### src/usbPkg.sv
package usbPkg;

  //////////////////////////////////////////////////
  // Field widths fixed by the USB packet format
  //////////////////////////////////////////////////
  localparam int pidWidth = 8;
  localparam int addressWidth = 7;
  localparam int endpointWidth = 4;
  localparam int dataWidth = 64;
  localparam int fieldCountWidth = 7;
  localparam int crcWidth = 16;
  localparam int crc5Width = 5;
  localparam int crcCountWidth = 5;
  localparam int tokenFieldCount = 11;

  typedef enum logic [2:0] {tokenOut, tokenIn, handshakeAck, handshakeNak, data0} packetKind;
  typedef enum logic [1:0] {crcNone, crc5, crc16} crcMode;

  // PIDs, sent LSB first
  localparam logic [pidWidth-1:0] pidOut = 8'hE1;
  localparam logic [pidWidth-1:0] pidIn = 8'h69;
  localparam logic [pidWidth-1:0] pidAck = 8'hD2;
  localparam logic [pidWidth-1:0] pidNak = 8'h5A;
  localparam logic [pidWidth-1:0] pidData0 = 8'hC3;

  // Seven zeros then a one
  localparam logic [7:0] syncPattern = 8'b1000_0000;
  localparam int stuffLimit = 6;
  localparam int eopCycles = 2;

  // x^5+x^2+1 and x^16+x^15+x^2+1
  localparam logic [crc5Width-1:0] crc5Poly = 5'b0_0101;
  localparam logic [crcWidth-1:0] crc16Poly = 16'h8005;
  localparam logic [crcWidth-1:0] crcInit = 16'hFFFF;

  // Line states as {dp, dm}
  typedef enum logic [1:0] {lineSe0 = 2'b00, lineK = 2'b01, lineJ = 2'b10} lineState;

  typedef struct packed {
    packetKind kind;
    logic [addressWidth-1:0] address;
    logic [endpointWidth-1:0] endpoint;
    logic [dataWidth-1:0] data;
  } usbRequest;

  typedef struct packed {
    logic [pidWidth-1:0] pid;
    logic [dataWidth-1:0] fieldBits;
    logic [fieldCountWidth-1:0] fieldCount;
    crcMode mode;
  } txFrame;

  typedef struct packed {
    logic [pidWidth-1:0] pid;
    logic [dataWidth-1:0] fieldBits;
    logic [fieldCountWidth-1:0] fieldCount;
    logic [crcWidth-1:0] crcBits;
    logic [crcCountWidth-1:0] crcCount;
  } txPacket;

  typedef struct packed {
    logic driveEnable;
    logic dp;
    logic dm;
  } busLine;

endpackage : usbPkg

### src/packetFramer.sv
`timescale 1ns/1ps

module packetFramer (
  input  logic              clock,
  input  logic              reset_n,
  input  logic              requestValid,
  output logic              requestReady,
  input  usbPkg::usbRequest request,
  output logic              frameValid,
  input  logic              frameReady,
  output usbPkg::txFrame    frame
);
  import usbPkg::*;

  txFrame decoded;
  logic accept;

  // Register is free when empty or being drained this cycle
  assign requestReady = !frameValid || frameReady;
  assign accept = requestValid && requestReady;

  //////////////////////////////////////////////////
  // Kind to PID, field layout and CRC mode
  //////////////////////////////////////////////////
  always_comb begin
    decoded.pid = pidNak;
    decoded.fieldBits = '0;
    decoded.fieldCount = '0;
    decoded.mode = crcNone;
    case (request.kind)
      tokenOut: begin
        decoded.pid = pidOut;
        decoded.fieldBits[addressWidth-1:0] = request.address;
        decoded.fieldBits[addressWidth +: endpointWidth] = request.endpoint;
        decoded.fieldCount = fieldCountWidth'(tokenFieldCount);
        decoded.mode = crc5;
      end
      tokenIn: begin
        decoded.pid = pidIn;
        decoded.fieldBits[addressWidth-1:0] = request.address;
        decoded.fieldBits[addressWidth +: endpointWidth] = request.endpoint;
        decoded.fieldCount = fieldCountWidth'(tokenFieldCount);
        decoded.mode = crc5;
      end
      handshakeAck: begin
        decoded.pid = pidAck;
      end
      handshakeNak: begin
        decoded.pid = pidNak;
      end
      data0: begin
        decoded.pid = pidData0;
        decoded.fieldBits = request.data;
        decoded.fieldCount = fieldCountWidth'(dataWidth);
        decoded.mode = crc16;
      end
      default: begin
        decoded.pid = pidNak;
      end
    endcase
  end

  always_ff @(posedge clock, negedge reset_n) begin
    if (!reset_n) begin
      frameValid <= 1'b0;
    end else if (accept) begin
      frameValid <= 1'b1;
    end else if (frameReady) begin
      frameValid <= 1'b0;
    end
  end

  always_ff @(posedge clock) begin
    if (accept) begin
      frame <= decoded;
    end
  end

endmodule : packetFramer

### src/crcGenerator.sv
`timescale 1ns/1ps

module crcGenerator (
  input  logic            clock,
  input  logic            reset_n,
  input  logic            frameValid,
  output logic            frameReady,
  input  usbPkg::txFrame  frame,
  output logic            packetValid,
  input  logic            packetReady,
  output usbPkg::txPacket packet
);
  import usbPkg::*;

  typedef enum logic [1:0] {empty, shifting, full} crcState;

  crcState state;
  crcMode modeReg;
  logic [fieldCountWidth-1:0] bitIndex;
  logic [crcWidth-1:0] crcReg;
  logic [crcWidth-1:0] crcNext;
  logic [crcWidth-1:0] crcSend;
  logic inBit;
  logic feedback;
  logic lastBit;
  logic accept;

  assign frameReady = (state == empty);
  assign packetValid = (state == full);
  assign accept = frameValid && frameReady;

  assign inBit = packet.fieldBits[bitIndex[5:0]];
  assign lastBit = (bitIndex == packet.fieldCount - 1'b1);

  //////////////////////////////////////////////////
  // Serial LFSR, one field bit per cycle
  //////////////////////////////////////////////////
  always_comb begin
    if (modeReg == crc16) begin
      feedback = crcReg[crcWidth-1] ^ inBit;
      crcNext = {crcReg[crcWidth-2:0], 1'b0} ^ (feedback ? crc16Poly : '0);
    end else begin
      feedback = crcReg[crc5Width-1] ^ inBit;
      crcNext = '0;
      crcNext[crc5Width-1:0] = {crcReg[crc5Width-2:0], 1'b0} ^ (feedback ? crc5Poly : '0);
    end
  end

  // Highest remainder bit goes out first, complemented
  always_comb begin
    crcSend = '0;
    if (modeReg == crc16) begin
      for (int i = 0; i < crcWidth; i++) begin
        crcSend[i] = ~crcNext[crcWidth-1-i];
      end
    end else begin
      for (int i = 0; i < crc5Width; i++) begin
        crcSend[i] = ~crcNext[crc5Width-1-i];
      end
    end
  end

  always_ff @(posedge clock, negedge reset_n) begin
    if (!reset_n) begin
      state <= empty;
      bitIndex <= '0;
    end else begin
      case (state)
        empty: begin
          if (accept) begin
            bitIndex <= '0;
            if (frame.fieldCount == '0) begin
              state <= full;
            end else begin
              state <= shifting;
            end
          end
        end
        shifting: begin
          bitIndex <= bitIndex + 1'b1;
          if (lastBit) begin
            state <= full;
          end
        end
        full: begin
          if (packetReady) begin
            state <= empty;
          end
        end
        default: state <= empty;
      endcase
    end
  end

  always_ff @(posedge clock) begin
    if (accept) begin
      packet.pid <= frame.pid;
      packet.fieldBits <= frame.fieldBits;
      packet.fieldCount <= frame.fieldCount;
      packet.crcBits <= '0;
      packet.crcCount <= '0;
      modeReg <= frame.mode;
      crcReg <= crcInit;
    end else if (state == shifting) begin
      crcReg <= crcNext;
      if (lastBit) begin
        packet.crcBits <= crcSend;
        if (modeReg == crc16) begin
          packet.crcCount <= crcCountWidth'(crcWidth);
        end else begin
          packet.crcCount <= crcCountWidth'(crc5Width);
        end
      end
    end
  end

endmodule : crcGenerator

### src/lineEncoder.sv
`timescale 1ns/1ps

module lineEncoder (
  input  logic            clock,
  input  logic            reset_n,
  input  logic            packetValid,
  output logic            packetReady,
  input  usbPkg::txPacket packet,
  output usbPkg::busLine  line,
  output logic            packetDone
);
  import usbPkg::*;

  typedef enum logic [2:0] {idle, sync, pid, fields, crc, eop, finalJ} encoderState;

  encoderState state;
  encoderState nextSection;
  txPacket pkt;
  logic [fieldCountWidth-1:0] bitIndex;
  logic [fieldCountWidth-1:0] lastIndex;
  logic [2:0] onesCount;
  logic [1:0] eopCount;
  logic level;
  logic accept;
  logic stuffNow;
  logic dataState;
  logic sending;
  logic sectionBit;
  logic sendBit;
  logic nrziOut;
  lineState lineValue;

  assign packetReady = (state == idle);
  assign accept = packetValid && packetReady;

  assign dataState = (state == sync) || (state == pid) || (state == fields) || (state == crc);
  assign stuffNow = (onesCount == 3'(stuffLimit));
  // A pending stuffed zero may still go out at the start of eop
  assign sending = dataState || ((state == eop) && stuffNow);
  assign sendBit = stuffNow ? 1'b0 : sectionBit;
  // level is 1 for J, a zero toggles it
  assign nrziOut = sendBit ? level : ~level;

  //////////////////////////////////////////////////
  // Bit source and length of each section
  //////////////////////////////////////////////////
  always_comb begin
    sectionBit = 1'b0;
    lastIndex = fieldCountWidth'(pidWidth - 1);
    case (state)
      sync: sectionBit = syncPattern[bitIndex[2:0]];
      pid: sectionBit = pkt.pid[bitIndex[2:0]];
      fields: begin
        sectionBit = pkt.fieldBits[bitIndex[5:0]];
        lastIndex = pkt.fieldCount - 1'b1;
      end
      crc: begin
        sectionBit = pkt.crcBits[bitIndex[3:0]];
        lastIndex = fieldCountWidth'(pkt.crcCount) - 1'b1;
      end
      default: sectionBit = 1'b0;
    endcase
  end

  always_comb begin
    nextSection = eop;
    if (state == sync) begin
      nextSection = pid;
    end else if ((state == pid) && (pkt.fieldCount != '0)) begin
      nextSection = fields;
    end else if (((state == pid) || (state == fields)) && (pkt.crcCount != '0)) begin
      nextSection = crc;
    end
  end

  always_comb begin
    if ((state == eop) && !stuffNow) begin
      lineValue = lineSe0;
    end else if (sending && !nrziOut) begin
      lineValue = lineK;
    end else begin
      lineValue = lineJ;
    end
  end

  assign line.driveEnable = (state != idle);
  assign {line.dp, line.dm} = lineValue;

  always_ff @(posedge clock, negedge reset_n) begin
    if (!reset_n) begin
      state <= idle;
      bitIndex <= '0;
      onesCount <= '0;
      eopCount <= '0;
      level <= 1'b1;
      packetDone <= 1'b0;
    end else begin
      packetDone <= 1'b0;
      if (sending) begin
        level <= nrziOut;
        onesCount <= sendBit ? onesCount + 1'b1 : '0;
      end
      case (state)
        idle: begin
          if (accept) begin
            state <= sync;
            bitIndex <= '0;
            onesCount <= '0;
            eopCount <= '0;
            level <= 1'b1;
          end
        end
        sync, pid, fields, crc: begin
          // Stuffed zero holds the index
          if (!stuffNow) begin
            if (bitIndex == lastIndex) begin
              bitIndex <= '0;
              state <= nextSection;
            end else begin
              bitIndex <= bitIndex + 1'b1;
            end
          end
        end
        eop: begin
          if (!stuffNow) begin
            if (eopCount == 2'(eopCycles - 1)) begin
              state <= finalJ;
            end else begin
              eopCount <= eopCount + 1'b1;
            end
          end
        end
        finalJ: begin
          state <= idle;
          packetDone <= 1'b1;
        end
        default: state <= idle;
      endcase
    end
  end

  always_ff @(posedge clock) begin
    if (accept) begin
      pkt <= packet;
    end
  end

endmodule : lineEncoder

### src/usbTxTop.sv
`timescale 1ns/1ps

module usbTxTop (
  input  logic              clock,
  input  logic              reset_n,
  input  logic              requestValid,
  output logic              requestReady,
  input  usbPkg::usbRequest request,
  output usbPkg::busLine    line,
  output logic              packetDone
);
  import usbPkg::*;

  logic frameValid;
  logic frameReady;
  txFrame frame;
  logic packetValid;
  logic packetReady;
  txPacket packet;

  //////////////////////////////////////////////////
  // Decode, CRC, line coding
  //////////////////////////////////////////////////
  packetFramer u_packetFramer (
    .clock        (clock),
    .reset_n      (reset_n),
    .requestValid (requestValid),
    .requestReady (requestReady),
    .request      (request),
    .frameValid   (frameValid),
    .frameReady   (frameReady),
    .frame        (frame)
  );

  crcGenerator u_crcGenerator (
    .clock       (clock),
    .reset_n     (reset_n),
    .frameValid  (frameValid),
    .frameReady  (frameReady),
    .frame       (frame),
    .packetValid (packetValid),
    .packetReady (packetReady),
    .packet      (packet)
  );

  lineEncoder u_lineEncoder (
    .clock       (clock),
    .reset_n     (reset_n),
    .packetValid (packetValid),
    .packetReady (packetReady),
    .packet      (packet),
    .line        (line),
    .packetDone  (packetDone)
  );

endmodule : usbTxTop

### config.mk
export PLATFORM = sky130hd
export DESIGN_NAME = usbTxTop
export DESIGN_NICKNAME = d
export VERILOG_FILES = /design/src/usbPkg.sv /design/src/packetFramer.sv /design/src/crcGenerator.sv /design/src/lineEncoder.sv /design/src/usbTxTop.sv
export SDC_FILE = /design/constraint.sdc
export NUM_CORES = 1
export LEC_CHECK = 0
export ABC_AREA = 1
export BUFFER_PORTS_ARGS = -buffer_cell sky130_fd_sc_hd__buf_2
export CORE_MARGIN = 10
export CORE_UTILIZATION = 54
export DETAILED_ROUTE_END_ITERATION = 16
export PLACE_DENSITY = 0.75
export SLEW_MARGIN = 20
export SYNTH_ARGS = -nofsm -noshare
export SYNTH_HDL_FRONTEND = slang
export SYNTH_SLANG_ARGS = --single-unit
### constraint.sdc
create_clock -name clock -period 3.9 [get_ports clock]
set_input_delay 0.78 -clock clock [delete_from_list [all_inputs] [get_ports clock]]
set_output_delay 0.78 -clock clock [all_outputs]
set_load 0.01 [all_outputs]
==> run summary <==
The launch point of the worst reg-to-reg path was u_crcGenerator.bitIndex[2]$_DFFE_PN0P_. For the warning count from the yosys run, the log shows 0. After clock tree synthesis, the clock-pin slew on the worst setup and hold paths is 60 ps. Using the TritonRoute via totals, the vias-per-cell ratio works out to 5.44.

The number of cells on the worst reg-to-reg path is 8. For this block, the routed nets add up to 25.8 mm of wire. The worst setup path is launched from a flip-flop. The final count of hold timing violations was 0; the x dimension of the die was 171 µm. CTS placed an instance of clkbuf_16 at the clock tree root. The number of DRC violations after detailed-routing iteration 0 was 808; the routed length per placed instance was 17.0 µm.

Entering global routing, the biggest net connects 73 pins. The number of distinct library cell variants in the gate-level netlist after synthesis came out at 42. TritonCTS built the clock tree. For the pin with the worst max-slew slack, the measured transition is 1000 ps. Mean post-synth cell area: 10.9 µm². The total inserted antenna cells is 0, and the TritonCTS sink count is 295. Dominant synthesized flop cell: edfxtp_1. The tools report the reported leakage power as 5.72 nW. The number of gates given a new drive strength after cts is 0.

The logs give 0.685 for the proportion of synthesized chip area in sequential cells and 30 for the number of buffers added by the clock tree synthesis step. Synthesis produced a netlist with a net count of 1,215. Buffers placed on the I/O ports in this run total 85.

The maximum level of the CTS H-tree came out at 1. The tools report the area of the die as 29,100 µm². On the critical path the largest part of the delay comes from buffers and inverters.

The first global-routing pass estimated 41.4 mm of wire. For this run the aggregate overflow at the end of global routing stands at 0. Worst-case headroom to the max-slew limit: 0.328. In this run the remaining antenna-violating nets after routing total 0. Together, buffers and inverters on the worst path number 3. The achievable frequency is 280 MHz, and the synthesis-to-layout area growth is 12.8%.

The worst-case IR drop observed on VDD is 0.451 mV. The highest cell delay on the worst timing path was 390 ps. After filler insertion, the fill cell instance count of the layout stands at 1,684.

The critical path starts at u_lineEncoder.bitIndex[0]$_DFFE_PN0P_. Fraction of synthesis flops using an asynchronous set or reset pin: 0.0915. Counting flops and latches in the post-synthesis netlist gives 295.

The floorplan die height was 171 µm. The element type at the critical path end is an output port. The run gives 1,519 as the filler-free cell count of the finished design.

For this design the top-level I/O count stands at 86. The run gives 0 as the post-CTS setup buffer count. The critical path is of the flip-flop to output port type. The multi-input combinational cells in the finished layout cover a total of 3090 µm². The tools report the final weighted congestion in routability-driven placement as 0.911. Largest buffer count on any clock path: 3.

In this run the critical register-to-register path is captured at u_crcGenerator.packet[11]$_SDFFE_PP0P_. Walking the worst path, the cells encountered are inv_2 -> buf_4 -> o21ai_0 -> a21oi_1 -> nor2_1 -> nand2_1 -> nand3_1 -> nand2_1 -> nand2_1 -> nand2_2 -> nand2_2 -> nand2_1 -> nand2_1 -> nor2_2 -> nor2_1 -> buf_2. Combinational fraction of design power: 0.267.

At the worst endpoint, the required time is 3120 ps. After detailed routing, the number of remaining DRC violations is 0. Detailed routing inserted a total of 8,260 vias. The initial antenna violation count was 0; the fraction of layout cells with a size suffix above 1 was 0.136. The logs give 0.544 for the starting density of the core and 1,463 for the cell total after placement. The number of global-route vias before repair is 8,131.

The logs give 17.0 mm for the half-perimeter wire length after detailed placement and 0 for the count of max-cap constraint violations. The power density over cell area works out to 752 nW/µm². The worst hold path belongs to the class primary input to asynchronous set/reset pin. The number of max-slew violations in the final report is 0, and the largest fanout on the critical path is 26. The share of total power consumed by net switching was 0.343.

In this run the worst setup path terminates at line[1]. The total track usage is 0.176. For this design, the CTS-stage hold fixing added 0 buffers. The setup check on the worst reg-to-reg path leaves a slack of 1150 ps. The setup TNS came out at 0 ps. Setup repair after global routing left no endpoint under its margin. The internal power consumption came out at 6.82 mW. The run gives 6 as the first-pass detailed-route iteration total. The number of flops mapped to enable cells by yosys came out at 234. The insertion delay of the later-clocked pin in the worst-skew pair was 540 ps. The number of nets in the finished design is 1,301. For the number of failing setup endpoints in the final timing report, the log shows 0.

On the critical path, the stage with the largest delay is an instance of dfrtp_1. The floorplan core area came out at 22,500 µm². The flow ran to the end, and the final reports show no timing, DRC or antenna violations. The critical path data arrival time is 2790 ps. The floorplan has 55 rows. Summing every instance area after synthesis gives 12,200 µm².

The net load switching power is 3.56 mW. Minimum clock period: 3570 ps. Across the whole layout, storage elements account for 8380 µm².

The clock network fraction of design power came out at 0.257. The fraction of the cycle the final worst path needs is 0.914. Counting stages on the worst path, the most repeated cell is nand2_1. Counting every instance in the synthesized netlist gives 1,124. Clock skew on the completed layout was measured at 7.15 ps. The tools report the sequential cell fraction of total power as 0.476. Counting buffers and inverters, the worst setup path is 16 cells deep.
## cells in the final DEF (no fill, tap or decap), types with 4 or more instances in the layout
master	count
inv_1	128
clkbuf_1	4
nand3_1	80
edfxtp_1	234
clkinv_2	11
nor2_1	154
o21ai_1	9
a22o_1	11
a22oi_1	7
clkbuf_16	31
inv_2	5
o21ai_0	57
buf_4	12
nand2_1	213
a211oi_1	4
buf_2	85
dfxtp_1	34
xor2_1	7
dfrtp_1	26
clkinv_1	7
a21oi_1	46
o22ai_1	6
o211ai_1	12
ha_1	10
nor3_1	4
## state kept, by name, summed over array words and instances, names as in the netlist
signal	count
u_packetFramer.frame	72
u_crcGenerator.crcReg	16
u_lineEncoder.packetDone	1
u_lineEncoder.onesCount	3
u_crcGenerator.packet	89
u_crcGenerator.modeReg	1
u_lineEncoder.bitIndex	7
u_packetFramer.frameValid	1
u_crcGenerator.bitIndex	7
u_lineEncoder.pkt	90
u_crcGenerator.state	2
u_lineEncoder.eopCount	2
u_lineEncoder.level	1
u_lineEncoder.state	3
## cells in the mapped netlist (9+ instances only)
cell type	count	area [µm²]
edfxtp_1	234	7030
nand2_1	213	800
nor2_1	156	586
inv_1	128	480
nand3_1	80	400
o21ai_0	57	285
a21oi_1	46	230
dfxtp_1	34	681
dfrtp_1	26	651
clkbuf_1	18	67.6
o211ai_1	12	90.1
a22o_1	11	96.3
ha_1	10	125
buf_2	9	45.0
buf_4	9	67.6
o21ai_1	9	45.0
## worst reg2reg max path, cell delays in order, from the launching register on
cell	delay, ps
dfrtp_1	790
inv_1	470
nor3_1	300
o2111ai_1	220
nor2_4	250
inv_4	150
nor2_8	230
nand2_1	130
a21oi_1	140
## metrics by stage
step	cell area [µm²]	setup WS, ps	total power [mW]	hold slack [ps]	utilization
2_1_floorplan	12200	538	6.93	400	-
3_3_place_gp	12900	965	7.61	401	0.572
3_5_place_dp	12900	935	7.75	405	0.572
4_1_cts	13800	350	10.4	263	0.614
5_1_grt	13800	101	11.0	293	0.614
6_report	13800	334	10.4	253	0.614
## layer usage
layer	vias up	GRT usage	routed length (µm)
met3	63	0.0320	1780
li1	3950	-	-
met5	-	0	0
met4	0	0.0519	607
met1	3918	0.226	10800
met2	329	0.298	12500
## cell type report
cell class / count / area share
clock buffer: 36 / 0.0583
clock inverter: 20 / 0.00924
inverter: 138 / 0.0381
multi-input combinational: 648 / 0.224
sequential: 295 / 0.607
tap: 285 / 0.0258
timing repair buffer: 97 / 0.0373
## worst min-delay path by stage
stage                                        from                              endpoint  slack, ps  depth (start not counted)
2_1_floorplan   u_packetFramer.frame[9]$_DFFE_PP_   u_crcGenerator.packet[28]$_DFFE_PP_        400                          0
3_3_place_gp   u_packetFramer.frame[73]$_DFFE_PP_   u_crcGenerator.packet[92]$_DFFE_PP_        400                          0
3_5_place_dp   u_packetFramer.frame[15]$_DFFE_PP_   u_crcGenerator.packet[34]$_DFFE_PP_        400                          0
4_1_cts                                   reset_n  u_lineEncoder.onesCount[2]$_DFF_PN0_        260                          1
5_1_grt                                   reset_n  u_lineEncoder.onesCount[2]$_DFF_PN0_        290                          1
6_report                                  reset_n  u_lineEncoder.onesCount[1]$_DFF_PN0_        250                          1
## power groups by stage
stage	Clock [mW]	Combinational (mW)	Sequential [mW]
after CTS	2.71	2.78	4.94
after floorplan	0	2.14	4.80
after global routing	2.84	3.13	5.02
after detailed placement	0	2.75	5.00
after global placement	0	2.66	4.95
final	2.67	2.77	4.95
## cell families (layout without fill, tap and decap cells)
family / count (synthesis) / after routing / share of synthesized area
simple gates: 468 / 468 / 0.157
flops: 295 / 295 / 0.685
buf+inv: 181 / 291 / 0.0641
compound gates: 161 / 161 / 0.0772
fa+ha+maj: 10 / 10 / 0.0102
xor+xnor: 9 / 9 / 0.00644
Note: power is estimated with default switching activity, not from simulation.
